[config.mk]
export PLATFORM = sky130hd
export DESIGN_NAME = vlsu_top
export DESIGN_NICKNAME = d
export VERILOG_FILES = /design/src/vlsu_cfg_pkg.sv /design/src/vlsu_isa_pkg.sv /design/src/vlsu_controller.sv /design/src/vlsu_addr_gen.sv /design/src/vlsu_data_align.sv /design/src/vlsu_top.sv
export SDC_FILE = /design/constraint.sdc
export NUM_CORES = 1
export LEC_CHECK = 0
export BUFFER_PORTS_ARGS = -buffer_cell sky130_fd_sc_hd__buf_2
export CAP_MARGIN = 20
export CORE_MARGIN = 2
export CORE_UTILIZATION = 50
export DETAILED_ROUTE_END_ITERATION = 10
export PLACE_DENSITY = 0.76
export SYNTH_ARGS = -nofsm -noshare
export SYNTH_HDL_FRONTEND = slang
export SYNTH_SLANG_ARGS = --single-unit
[constraint.sdc]
create_clock -name clk_i -period 15.3 [get_ports clk_i]
set_input_delay 1.53 -clock clk_i [delete_from_list [all_inputs] [get_ports clk_i]]
set_output_delay 1.53 -clock clk_i [all_outputs]
set_load 0.05 [all_outputs]
[src/vlsu_cfg_pkg.sv]
// Vector LSU sizes and widths

package vlsu_cfg_pkg;

  ////////////////////////////////////////////////////////////////////////////
  // Sizes
  ////////////////////////////////////////////////////////////////////////////

  // One 32-bit lane shared by memory and VRF
  localparam int unsigned DATA_W     = 32;
  localparam int unsigned DATA_BYTES = DATA_W / 8;

  // 256-bit vector registers
  localparam int unsigned VREG_WORDS = 8;
  localparam int unsigned VLEN_BYTES = VREG_WORDS * DATA_BYTES;

  // Index widths derived from the sizes above
  localparam int unsigned BOFF_W = $clog2(DATA_BYTES);
  localparam int unsigned WIDX_W = $clog2(VREG_WORDS);

  ////////////////////////////////////////////////////////////////////////////
  // Types
  ////////////////////////////////////////////////////////////////////////////

  typedef logic [31:0]           addr_t;
  typedef logic [DATA_W-1:0]     word_t;
  typedef logic [DATA_BYTES-1:0] be_t;

  // Counts from 0 up to and including VLEN_BYTES
  typedef logic [$clog2(VLEN_BYTES):0] vl_t;

  typedef logic [4:0] vreg_t;

  // Register number followed by the word inside the register
  typedef logic [$bits(vreg_t)+WIDX_W-1:0] vrf_addr_t;

  typedef logic [2:0]        insn_id_t;
  typedef logic [BOFF_W-1:0] boff_t;

endpackage

[src/vlsu_isa_pkg.sv]
// Vector memory instruction encodings

package vlsu_isa_pkg;

  ////////////////////////////////////////////////////////////////////////////
  // Memory operations
  ////////////////////////////////////////////////////////////////////////////

  // Bit 0 marks a store, bit 1 marks a strided access
  typedef enum logic [1:0] {
    VLE  = 2'b00,
    VSE  = 2'b01,
    VLSE = 2'b10,
    VSSE = 2'b11
  } vlsu_op_e;

  ////////////////////////////////////////////////////////////////////////////
  // Element widths
  ////////////////////////////////////////////////////////////////////////////

  // Element size in bytes is 1 << vsew
  typedef enum logic [1:0] {
    EW_8  = 2'b00,
    EW_16 = 2'b01,
    EW_32 = 2'b10
  } vsew_e;

endpackage

[src/vlsu_controller.sv]
// Vector LSU sequencing controller

`timescale 1ns/100ps

module vlsu_controller (
  input  logic                    clk_i,
  input  logic                    rst_i,

  // Instruction request
  input  logic                    req_valid_i,
  output logic                    req_ready_o,
  input  vlsu_isa_pkg::vlsu_op_e  req_op_i,
  input  vlsu_isa_pkg::vsew_e     req_vsew_i,
  input  vlsu_cfg_pkg::vl_t       req_vl_i,
  input  vlsu_cfg_pkg::addr_t     req_rs1_i,
  input  vlsu_cfg_pkg::addr_t     req_rs2_i,
  input  vlsu_cfg_pkg::vreg_t     req_vd_i,
  input  vlsu_cfg_pkg::insn_id_t  req_id_i,

  // Completion response
  output logic                    rsp_valid_o,
  output vlsu_cfg_pkg::insn_id_t  rsp_id_o,
  output vlsu_cfg_pkg::vreg_t     rsp_vd_o,

  // Acknowledges from memory and VRF
  input  logic                    wb_ack_i,
  input  logic                    vrf_wvalid_i,
  input  logic                    vrf_rvalid_i,
  input  vlsu_cfg_pkg::vl_t       beat_bytes_i,

  // Bus control
  output logic                    wb_cyc_o,
  output logic                    wb_stb_o,
  output logic                    wb_we_o,
  output logic                    vrf_we_o,
  output logic                    vrf_re_o,
  output logic                    cap_mem_o,
  output logic                    cap_vrf_o,

  // Registered instruction fields
  output vlsu_isa_pkg::vlsu_op_e  op_o,
  output vlsu_isa_pkg::vsew_e     vsew_o,
  output vlsu_cfg_pkg::addr_t     rs1_o,
  output vlsu_cfg_pkg::addr_t     rs2_o,
  output vlsu_cfg_pkg::vreg_t     vd_o,
  output vlsu_cfg_pkg::vl_t       byte_cnt_o,
  output vlsu_cfg_pkg::vl_t       byte_len_o
);

  import vlsu_cfg_pkg::*;
  import vlsu_isa_pkg::*;

  typedef enum logic [1:0] {
    IDLE,
    MEM,
    VRF,
    DONE
  } state_e;

  state_e   state_q;
  state_e   state_d;

  vlsu_op_e op_q;
  vsew_e    vsew_q;
  addr_t    rs1_q;
  addr_t    rs2_q;
  vreg_t    vd_q;
  insn_id_t id_q;

  vl_t      byte_cnt_q;
  vl_t      byte_len_q;
  vl_t      cnt_next;

  // Two spare bits so an oversized vl is still visible
  logic [$bits(vl_t)+1:0] req_len_full;
  vl_t                    req_len;

  logic     accept;
  logic     is_load;
  logic     beat_end;
  logic     last_beat;

  assign req_ready_o = (state_q == IDLE);
  assign accept      = req_valid_i & req_ready_o;

  // Element count to byte count
  assign req_len_full = {2'b00, req_vl_i} << req_vsew_i;
  assign req_len      = req_len_full[$bits(vl_t)-1:0];

  assign is_load = (op_q == VLE) || (op_q == VLSE);

  // The second phase of a beat closes it
  assign beat_end  = (is_load & (state_q == VRF) & vrf_wvalid_i) |
                     (~is_load & (state_q == MEM) & wb_ack_i);
  assign cnt_next  = byte_cnt_q + beat_bytes_i;
  assign last_beat = (cnt_next >= byte_len_q);

  ////////////////////////////////////////////////////////////////////////////
  // Instruction and counter registers
  ////////////////////////////////////////////////////////////////////////////

  always_ff @(posedge clk_i) begin
    if (accept) begin
      op_q   <= req_op_i;
      vsew_q <= req_vsew_i;
      rs1_q  <= req_rs1_i;
      rs2_q  <= req_rs2_i;
      vd_q   <= req_vd_i;
      id_q   <= req_id_i;
    end
  end

  always_ff @(posedge clk_i) begin
    if (rst_i) begin
      state_q    <= IDLE;
      byte_cnt_q <= '0;
      byte_len_q <= '0;
    end else begin
      state_q <= state_d;
      if (accept) begin
        byte_cnt_q <= '0;
        byte_len_q <= req_len;
      end else if (beat_end) begin
        byte_cnt_q <= cnt_next;
      end
    end
  end

  ////////////////////////////////////////////////////////////////////////////
  // Phase sequencing
  ////////////////////////////////////////////////////////////////////////////

  // Loads run MEM then VRF per beat, stores VRF then MEM
  always_comb begin
    state_d = state_q;
    unique case (state_q)
      IDLE: begin
        if (accept) begin
          if (req_len == '0) begin
            state_d = DONE;
          end else if ((req_op_i == VLE) || (req_op_i == VLSE)) begin
            state_d = MEM;
          end else begin
            state_d = VRF;
          end
        end
      end
      MEM: begin
        if (wb_ack_i) begin
          if (is_load) begin
            state_d = VRF;
          end else begin
            state_d = last_beat ? DONE : VRF;
          end
        end
      end
      VRF: begin
        if (is_load && vrf_wvalid_i) begin
          state_d = last_beat ? DONE : MEM;
        end else if (!is_load && vrf_rvalid_i) begin
          state_d = MEM;
        end
      end
      DONE: begin
        state_d = IDLE;
      end
      default: begin
        state_d = IDLE;
      end
    endcase
  end

  // Bus strobes follow the registered state
  assign wb_cyc_o  = (state_q == MEM);
  assign wb_stb_o  = (state_q == MEM);
  assign wb_we_o   = (state_q == MEM) & ~is_load;
  assign vrf_we_o  = (state_q == VRF) & is_load;
  assign vrf_re_o  = (state_q == VRF) & ~is_load;

  // Staging register loads at the end of the first phase
  assign cap_mem_o = (state_q == MEM) & is_load & wb_ack_i;
  assign cap_vrf_o = (state_q == VRF) & ~is_load & vrf_rvalid_i;

  assign rsp_valid_o = (state_q == DONE);
  assign rsp_id_o    = id_q;
  assign rsp_vd_o    = vd_q;

  assign op_o       = op_q;
  assign vsew_o     = vsew_q;
  assign rs1_o      = rs1_q;
  assign rs2_o      = rs2_q;
  assign vd_o       = vd_q;
  assign byte_cnt_o = byte_cnt_q;
  assign byte_len_o = byte_len_q;

  ////////////////////////////////////////////////////////////////////////////
  // Assertions
  ////////////////////////////////////////////////////////////////////////////

  // An accepted instruction fits in one vector register
  a_len_fits: assert property (@(posedge clk_i) disable iff (rst_i)
    accept |-> (req_len_full <= VLEN_BYTES));

  // Wishbone request and its beat size are held until the slave acknowledges
  a_stb_hold: assert property (@(posedge clk_i) disable iff (rst_i)
    (wb_stb_o && !wb_ack_i) |=> (wb_stb_o && $stable(beat_bytes_i)));

endmodule

[src/vlsu_addr_gen.sv]
// Vector LSU address generation

`timescale 1ns/100ps

module vlsu_addr_gen (
  input  logic                    clk_i,
  input  logic                    rst_i,
  input  vlsu_isa_pkg::vlsu_op_e  op_i,
  input  vlsu_isa_pkg::vsew_e     vsew_i,
  input  vlsu_cfg_pkg::addr_t     rs1_i,
  input  vlsu_cfg_pkg::addr_t     rs2_i,
  input  vlsu_cfg_pkg::vreg_t     vd_i,
  input  vlsu_cfg_pkg::vl_t       byte_cnt_i,
  input  vlsu_cfg_pkg::vl_t       byte_len_i,
  output vlsu_cfg_pkg::addr_t     wb_adr_o,
  output vlsu_cfg_pkg::vrf_addr_t vrf_addr_o,
  output vlsu_cfg_pkg::boff_t     mem_off_o,
  output vlsu_cfg_pkg::boff_t     reg_off_o,
  output vlsu_cfg_pkg::vl_t       beat_bytes_o
);

  import vlsu_cfg_pkg::*;
  import vlsu_isa_pkg::*;

  logic  is_strided;
  vl_t   elem_size;
  vl_t   elem_idx;
  vl_t   remaining;
  addr_t mem_addr;

  assign is_strided = (op_i == VLSE) || (op_i == VSSE);
  assign elem_size  = vl_t'(1) << vsew_i;

  // Byte counter is a whole number of elements on strided ops
  assign elem_idx  = byte_cnt_i >> vsew_i;
  assign remaining = byte_len_i - byte_cnt_i;

  // Byte address of the current beat
  always_comb begin
    if (is_strided) begin
      mem_addr = rs1_i + addr_t'(elem_idx) * rs2_i;
    end else begin
      mem_addr = rs1_i + addr_t'(byte_cnt_i);
    end
  end

  assign wb_adr_o  = mem_addr & ~addr_t'(DATA_BYTES - 1);
  assign mem_off_o = mem_addr[BOFF_W-1:0];

  // Register side follows the byte counter directly
  assign reg_off_o  = byte_cnt_i[BOFF_W-1:0];
  assign vrf_addr_o = {vd_i, byte_cnt_i[BOFF_W +: WIDX_W]};

  // One element per strided beat, else up to a full word
  always_comb begin
    if (is_strided) begin
      beat_bytes_o = elem_size;
    end else if (remaining < vl_t'(DATA_BYTES)) begin
      beat_bytes_o = remaining;
    end else begin
      beat_bytes_o = vl_t'(DATA_BYTES);
    end
  end

  // Strided elements never straddle a word boundary
  a_stride_align: assert property (@(posedge clk_i) disable iff (rst_i)
    (is_strided && (byte_cnt_i < byte_len_i)) |->
      ((mem_addr & (addr_t'(elem_size) - 1)) == '0));

endmodule

[src/vlsu_data_align.sv]
// Vector LSU data alignment

`timescale 1ns/100ps

module vlsu_data_align (
  input  logic                    clk_i,
  input  logic                    rst_i,
  input  logic                    cap_mem_i,
  input  logic                    cap_vrf_i,
  input  vlsu_cfg_pkg::word_t     wb_dat_i,
  input  vlsu_cfg_pkg::word_t     vrf_rdata_i,
  input  vlsu_isa_pkg::vlsu_op_e  op_i,
  input  vlsu_isa_pkg::vsew_e     vsew_i,
  input  vlsu_cfg_pkg::boff_t     mem_off_i,
  input  vlsu_cfg_pkg::boff_t     reg_off_i,
  input  vlsu_cfg_pkg::vl_t       beat_bytes_i,
  output vlsu_cfg_pkg::word_t     vrf_wdata_o,
  output vlsu_cfg_pkg::be_t       vrf_wbe_o,
  output vlsu_cfg_pkg::word_t     wb_dat_o,
  output vlsu_cfg_pkg::be_t       wb_sel_o
);

  import vlsu_cfg_pkg::*;
  import vlsu_isa_pkg::*;

  // Rotate a word left by whole bytes
  function automatic word_t rotl_bytes(word_t data, boff_t nbytes);
    logic [2*DATA_W-1:0] dbl;
    dbl = {data, data} << {nbytes, 3'b000};
    return dbl[2*DATA_W-1 -: DATA_W];
  endfunction

  word_t stage_q;
  logic  is_strided;
  boff_t load_rot;
  boff_t store_rot;
  be_t   elem_mask;
  be_t   beat_mask;

  ////////////////////////////////////////////////////////////////////////////
  // Staging word
  ////////////////////////////////////////////////////////////////////////////

  // One access in flight, so one word of buffering is enough
  always_ff @(posedge clk_i) begin
    if (cap_mem_i) begin
      stage_q <= wb_dat_i;
    end else if (cap_vrf_i) begin
      stage_q <= vrf_rdata_i;
    end
  end

  ////////////////////////////////////////////////////////////////////////////
  // Byte rotation and enables
  ////////////////////////////////////////////////////////////////////////////

  assign is_strided = (op_i == VLSE) || (op_i == VSSE);

  // Load moves memory offset to register offset, store goes back
  assign load_rot  = reg_off_i - mem_off_i;
  assign store_rot = mem_off_i - reg_off_i;

  assign vrf_wdata_o = rotl_bytes(stage_q, load_rot);
  assign wb_dat_o    = rotl_bytes(stage_q, store_rot);

  always_comb begin
    unique case (vsew_i)
      EW_8:    elem_mask = be_t'(1);
      EW_16:   elem_mask = be_t'(3);
      default: elem_mask = '1;
    endcase
  end

  // Low beat_bytes lanes for unit stride
  always_comb begin
    for (int k = 0; k < DATA_BYTES; k++) begin
      beat_mask[k] = (vl_t'(k) < beat_bytes_i);
    end
  end

  assign vrf_wbe_o = is_strided ? (elem_mask << reg_off_i) : beat_mask;
  assign wb_sel_o  = is_strided ? (elem_mask << mem_off_i) : beat_mask;

  // The phase after a capture always writes at least one byte
  a_wbe_used: assert property (@(posedge clk_i) disable iff (rst_i)
    cap_mem_i |=> (vrf_wbe_o != '0));

  a_sel_used: assert property (@(posedge clk_i) disable iff (rst_i)
    cap_vrf_i |=> (wb_sel_o != '0));

endmodule

[src/vlsu_top.sv]
// Vector load/store unit top level

`timescale 1ns/100ps

module vlsu_top (
  input  logic                    clk_i,
  input  logic                    rst_i,

  // Instruction request
  input  logic                    req_valid_i,
  output logic                    req_ready_o,
  input  vlsu_isa_pkg::vlsu_op_e  req_op_i,
  input  vlsu_isa_pkg::vsew_e     req_vsew_i,
  input  vlsu_cfg_pkg::vl_t       req_vl_i,
  input  vlsu_cfg_pkg::addr_t     req_rs1_i,
  input  vlsu_cfg_pkg::addr_t     req_rs2_i,
  input  vlsu_cfg_pkg::vreg_t     req_vd_i,
  input  vlsu_cfg_pkg::insn_id_t  req_id_i,

  // Completion response
  output logic                    rsp_valid_o,
  output vlsu_cfg_pkg::insn_id_t  rsp_id_o,
  output vlsu_cfg_pkg::vreg_t     rsp_vd_o,

  // Wishbone classic master
  output logic                    wb_cyc_o,
  output logic                    wb_stb_o,
  output logic                    wb_we_o,
  output vlsu_cfg_pkg::addr_t     wb_adr_o,
  output vlsu_cfg_pkg::word_t     wb_dat_o,
  output vlsu_cfg_pkg::be_t       wb_sel_o,
  input  vlsu_cfg_pkg::word_t     wb_dat_i,
  input  logic                    wb_ack_i,

  // VRF port
  output vlsu_cfg_pkg::vrf_addr_t vrf_waddr_o,
  output vlsu_cfg_pkg::word_t     vrf_wdata_o,
  output logic                    vrf_we_o,
  output vlsu_cfg_pkg::be_t       vrf_wbe_o,
  input  logic                    vrf_wvalid_i,
  output vlsu_cfg_pkg::vrf_addr_t vrf_raddr_o,
  output logic                    vrf_re_o,
  input  vlsu_cfg_pkg::word_t     vrf_rdata_i,
  input  logic                    vrf_rvalid_i
);

  import vlsu_cfg_pkg::*;
  import vlsu_isa_pkg::*;

  vlsu_op_e  op;
  vsew_e     vsew;
  addr_t     rs1;
  addr_t     rs2;
  vreg_t     vd;
  vl_t       byte_cnt;
  vl_t       byte_len;
  vl_t       beat_bytes;
  boff_t     mem_off;
  boff_t     reg_off;
  vrf_addr_t vrf_addr;
  logic      cap_mem;
  logic      cap_vrf;

  // Reads and writes never overlap, so both sides share one address
  assign vrf_waddr_o = vrf_addr;
  assign vrf_raddr_o = vrf_addr;

  vlsu_controller u_ctrl (
    .clk_i        (clk_i),
    .rst_i        (rst_i),
    .req_valid_i  (req_valid_i),
    .req_ready_o  (req_ready_o),
    .req_op_i     (req_op_i),
    .req_vsew_i   (req_vsew_i),
    .req_vl_i     (req_vl_i),
    .req_rs1_i    (req_rs1_i),
    .req_rs2_i    (req_rs2_i),
    .req_vd_i     (req_vd_i),
    .req_id_i     (req_id_i),
    .rsp_valid_o  (rsp_valid_o),
    .rsp_id_o     (rsp_id_o),
    .rsp_vd_o     (rsp_vd_o),
    .wb_ack_i     (wb_ack_i),
    .vrf_wvalid_i (vrf_wvalid_i),
    .vrf_rvalid_i (vrf_rvalid_i),
    .beat_bytes_i (beat_bytes),
    .wb_cyc_o     (wb_cyc_o),
    .wb_stb_o     (wb_stb_o),
    .wb_we_o      (wb_we_o),
    .vrf_we_o     (vrf_we_o),
    .vrf_re_o     (vrf_re_o),
    .cap_mem_o    (cap_mem),
    .cap_vrf_o    (cap_vrf),
    .op_o         (op),
    .vsew_o       (vsew),
    .rs1_o        (rs1),
    .rs2_o        (rs2),
    .vd_o         (vd),
    .byte_cnt_o   (byte_cnt),
    .byte_len_o   (byte_len)
  );

  vlsu_addr_gen u_addr_gen (
    .clk_i        (clk_i),
    .rst_i        (rst_i),
    .op_i         (op),
    .vsew_i       (vsew),
    .rs1_i        (rs1),
    .rs2_i        (rs2),
    .vd_i         (vd),
    .byte_cnt_i   (byte_cnt),
    .byte_len_i   (byte_len),
    .wb_adr_o     (wb_adr_o),
    .vrf_addr_o   (vrf_addr),
    .mem_off_o    (mem_off),
    .reg_off_o    (reg_off),
    .beat_bytes_o (beat_bytes)
  );

  vlsu_data_align u_data_align (
    .clk_i        (clk_i),
    .rst_i        (rst_i),
    .cap_mem_i    (cap_mem),
    .cap_vrf_i    (cap_vrf),
    .wb_dat_i     (wb_dat_i),
    .vrf_rdata_i  (vrf_rdata_i),
    .op_i         (op),
    .vsew_i       (vsew),
    .mem_off_i    (mem_off),
    .reg_off_i    (reg_off),
    .beat_bytes_i (beat_bytes),
    .vrf_wdata_o  (vrf_wdata_o),
    .vrf_wbe_o    (vrf_wbe_o),
    .wb_dat_o     (wb_dat_o),
    .wb_sel_o     (wb_sel_o)
  );

endmodule

==> results by group <==
Floorplanning
  • Chip Height: 170 um
  • Initial core utilization: 0.510
  • Row count: 60
  • Die Width: 170 um
  • CORE AREA: 0.0270 mm2
  • Die area: 0.0289 mm2
  • I/O pin total: 287

CTS
  • # hold bufs at CTS: 0
  • Root buffer cell: clkbuf_16
  • Clock sinks: 122
  • TritonCTS Buffers: 17
  • Post-CTS resize count: 0
  • Post-CTS Setup Bufs: 0
  • CTS tree: yes
  • Clock-pin slew on the worst setup and hold paths: 0.07 ns
  • CTS max path bufs: 2
  • Clock latency at the later pin of the worst-skew pair: 0.43 ns
  • H-Tree Depth: 4

Synthesis
  • Dominant cells by area after synthesis: edfxtp_1, fa_1, mux2i_1
  • Prevailing post-synth register cell: edfxtp_1
  • Area leader, netlist: edfxtp_1
  • Synth async-reset ratio: 0
  • Mapped Area: 0.0138 mm2
  • Sequential element share of the synthesized area: 0.256
  • Top cell type's share of synthesized area: 0.235
  • Syn. warnings: 0
  • Synthesized area per cell: 9.69 um2
  • Synth unique cells: 58
  • Post-synthesis cell count: 1421
  • Number of synthesized flops with an enable pin: 108
  • Register bit total from synthesis: 122

GRT
  • M3 GR Usage: 0.0665
  • Global routing usage on met2: 0.438
  • Antenna violations before repair: 2
  • Gr busiest metal: met2
  • GRT Overall Usage: 0.246
  • Vias in the first global route: 11100
  • Met1 GRT Util: 0.296
  • First-pass GRT wire length: 55700 um
  • Grt total ovfl: 0
  • Largest net degree at the start of global routing: 74

Critical path
  • CP startpoint kind: flop
  • Worst EP required: 13.77 ns
  • R2R Path Start: u_ctrl.byte_cnt_o[1]
  • Critical Path Source: u_ctrl.vsew_o[0]
  • R2R depth: 20
  • CP Class: flop to output pin
  • Arr. time, crit path: 7.93 ns
  • Worst setup EP type: output pin
  • Highest fanout seen on the critical path: 19

Power and ir drop
  • Power per cell area: 116 mW/mm2
  • Worst VDD drop: 0.0798 mV
  • Total Power: 1.86 mW
  • Static leakage: 7.79 nW

STA
  • Slew HR: 0.292
  • Worst setup margin: 5.84 ns
  • RSZ-0062 raised after global routing: no
  • Final hold violations: 0
  • Max Slew Vio Count: 0
  • Fin Hold WS: 0.539 ns
  • Final Skew: 0.0201 ns
  • Final setup vio count: 0
  • Sum Neg Setup Slack: 0 ns
  • Worst-Margin Slew: 1.06 ns
  • Post-route clock period utilization: 0.618
  • Highest Clock Rate: 106 MHz
  • Tmin final: 9.46 ns

Final layout
  • Fin util: 0.593
  • Non-Filler Instances: 2019
  • Final Net Count: 2018
  • Layout cells sized above 1: 0.227
  • Design area: 0.0160 mm2
  • Synthesis-to-finish area growth: 16.3%

Run
  • Max_cap viols: 0

Detailed routing
  • Post-Route WL: 34900 um
  • ANT nets after route: 0
  • WL/cell: 17.3 um
  • Vias per cell: 5.37
  • Detailed-route via count: 10800
  • Remaining DRCs: 0
  • Drt pass-1 iters: 6
  • 1st-iter DRT viols: 614

Hold path
  • Min-delay worst type: flop to flop
  • Worst hold stages: 2
  • HP Start: u_ctrl.byte_len_o[2]

Place
  • Dpl cells: 1984
  • Worst slack at placement: 6.34 ns
  • GP Congestion: 0.888
  • Placed cell areas: 0.0154 mm2
  • Post-DP HPWL: 27700 um
  • Port bufs: 284

Outcome
  • Outcome: finished clean
sequential cells by signal, summed over array words and instances, names as in the netlist:
signal / count
u_ctrl.rs1_o: 32
u_ctrl.rs2_o: 32
u_data_align.stage_q: 32
u_ctrl.byte_cnt_o: 6
u_ctrl.byte_len_o: 6
u_ctrl.rsp_vd_o: 5
u_ctrl.rsp_id_o: 3
u_ctrl.op_o: 2
u_ctrl.state_q: 2
u_ctrl.vsew_o: 2
metal layers:
layer | part of all wire | up-vias
met2 | 0.50 | 409
li1 | - | 5167
met4 | 0.017 | 2
met3 | 0.074 | 49
met5 | 0.00032 | -
met1 | 0.41 | 5210
cell families (layout without fill, tap and decap cells):
group           count (synthesis)  count (layout)  synth area share
flops                         122             122             0.256
xor+xnor                       75              75            0.0477
mux                           175             175             0.130
simple gates                  363             363             0.130
buf+inv                       292             544            0.0860
compound gates                189             189            0.0883
other cells                     1               6          0.000272
fa+ha+maj                     204             204             0.262
worst max-delay path, cell delays in order (launching register included):
cell and delay (ns):
edfxtp_1 0.74, mux2i_1 0.26, nor2_1 0.79, buf_4 0.33
and2_1 0.17, fa_1 0.45, fa_1 0.52, fa_1 0.56
inv_1 0.07, fa_1 0.49, inv_1 0.04, ha_1 0.34
a21oi_1 0.30, nand2_1 0.11, a221oi_1 0.39, a21oi_1 0.19
o221a_4 0.30, o41ai_4 0.35, o21ai_2 0.15, and4_1 0.21
nor3_1 0.36, buf_2 0.35
area by class of cell:
class	count	area, um2
antenna	3	7.51
clock buffer	17	425
inverter	218	820
sequential	122	3520
tap	341	427
timing repair buffer	294	1500
multi-input combinational	1009	9140
clock inverter	15	170
fill	2297	11000
synthesized netlist by cell type, types with 10 or more instances:
| cell | number |
|---|---|
| ha_1 | 64 |
| inv_1 | 218 |
| mux2_2 | 36 |
| mux2i_1 | 139 |
| a21o_1 | 29 |
| dfxtp_1 | 14 |
| a21oi_1 | 62 |
| xnor2_1 | 54 |
| nand3_1 | 12 |
| xor2_1 | 21 |
| fa_1 | 140 |
| clkbuf_1 | 43 |
| and2_1 | 93 |
| buf_4 | 19 |
| o21bai_1 | 10 |
| a211oi_1 | 10 |
| edfxtp_1 | 108 |
| nor3_1 | 18 |
| nand2b_1 | 11 |
| nand2_1 | 137 |
| o21ai_0 | 35 |
| nor2_1 | 53 |
where the power goes:
part           switching, mW  total (mW)  internal [mW]  leakage [nW]
Clock                  0.189       0.423          0.234         0.288
Sequential            0.0352       0.435          0.400          1.13
Combinational          0.694        1.00          0.307          6.37
Total                  0.918        1.86          0.940          7.79
cell usage in the layout, fill, tap and decap left out, drive strengths merged, types with 53 or more instances in the layout:
master,instances
xnor2,54
buf,294
inv,228
ha,64
nor2,53
fa,140
and2,93
mux2i,139
edfxtp,108
a21oi,62
nand2,137
worst paths after layout:
kind         slack, ns                   end
min               0.54  u_ctrl.byte_len_o[2]
max reg2reg       9.92     u_ctrl.state_q[1]
min reg2reg       0.54  u_ctrl.byte_len_o[2]
max               5.84          wb_adr_o[30]
No activity file was read; power rests on OpenSTA's default activity.
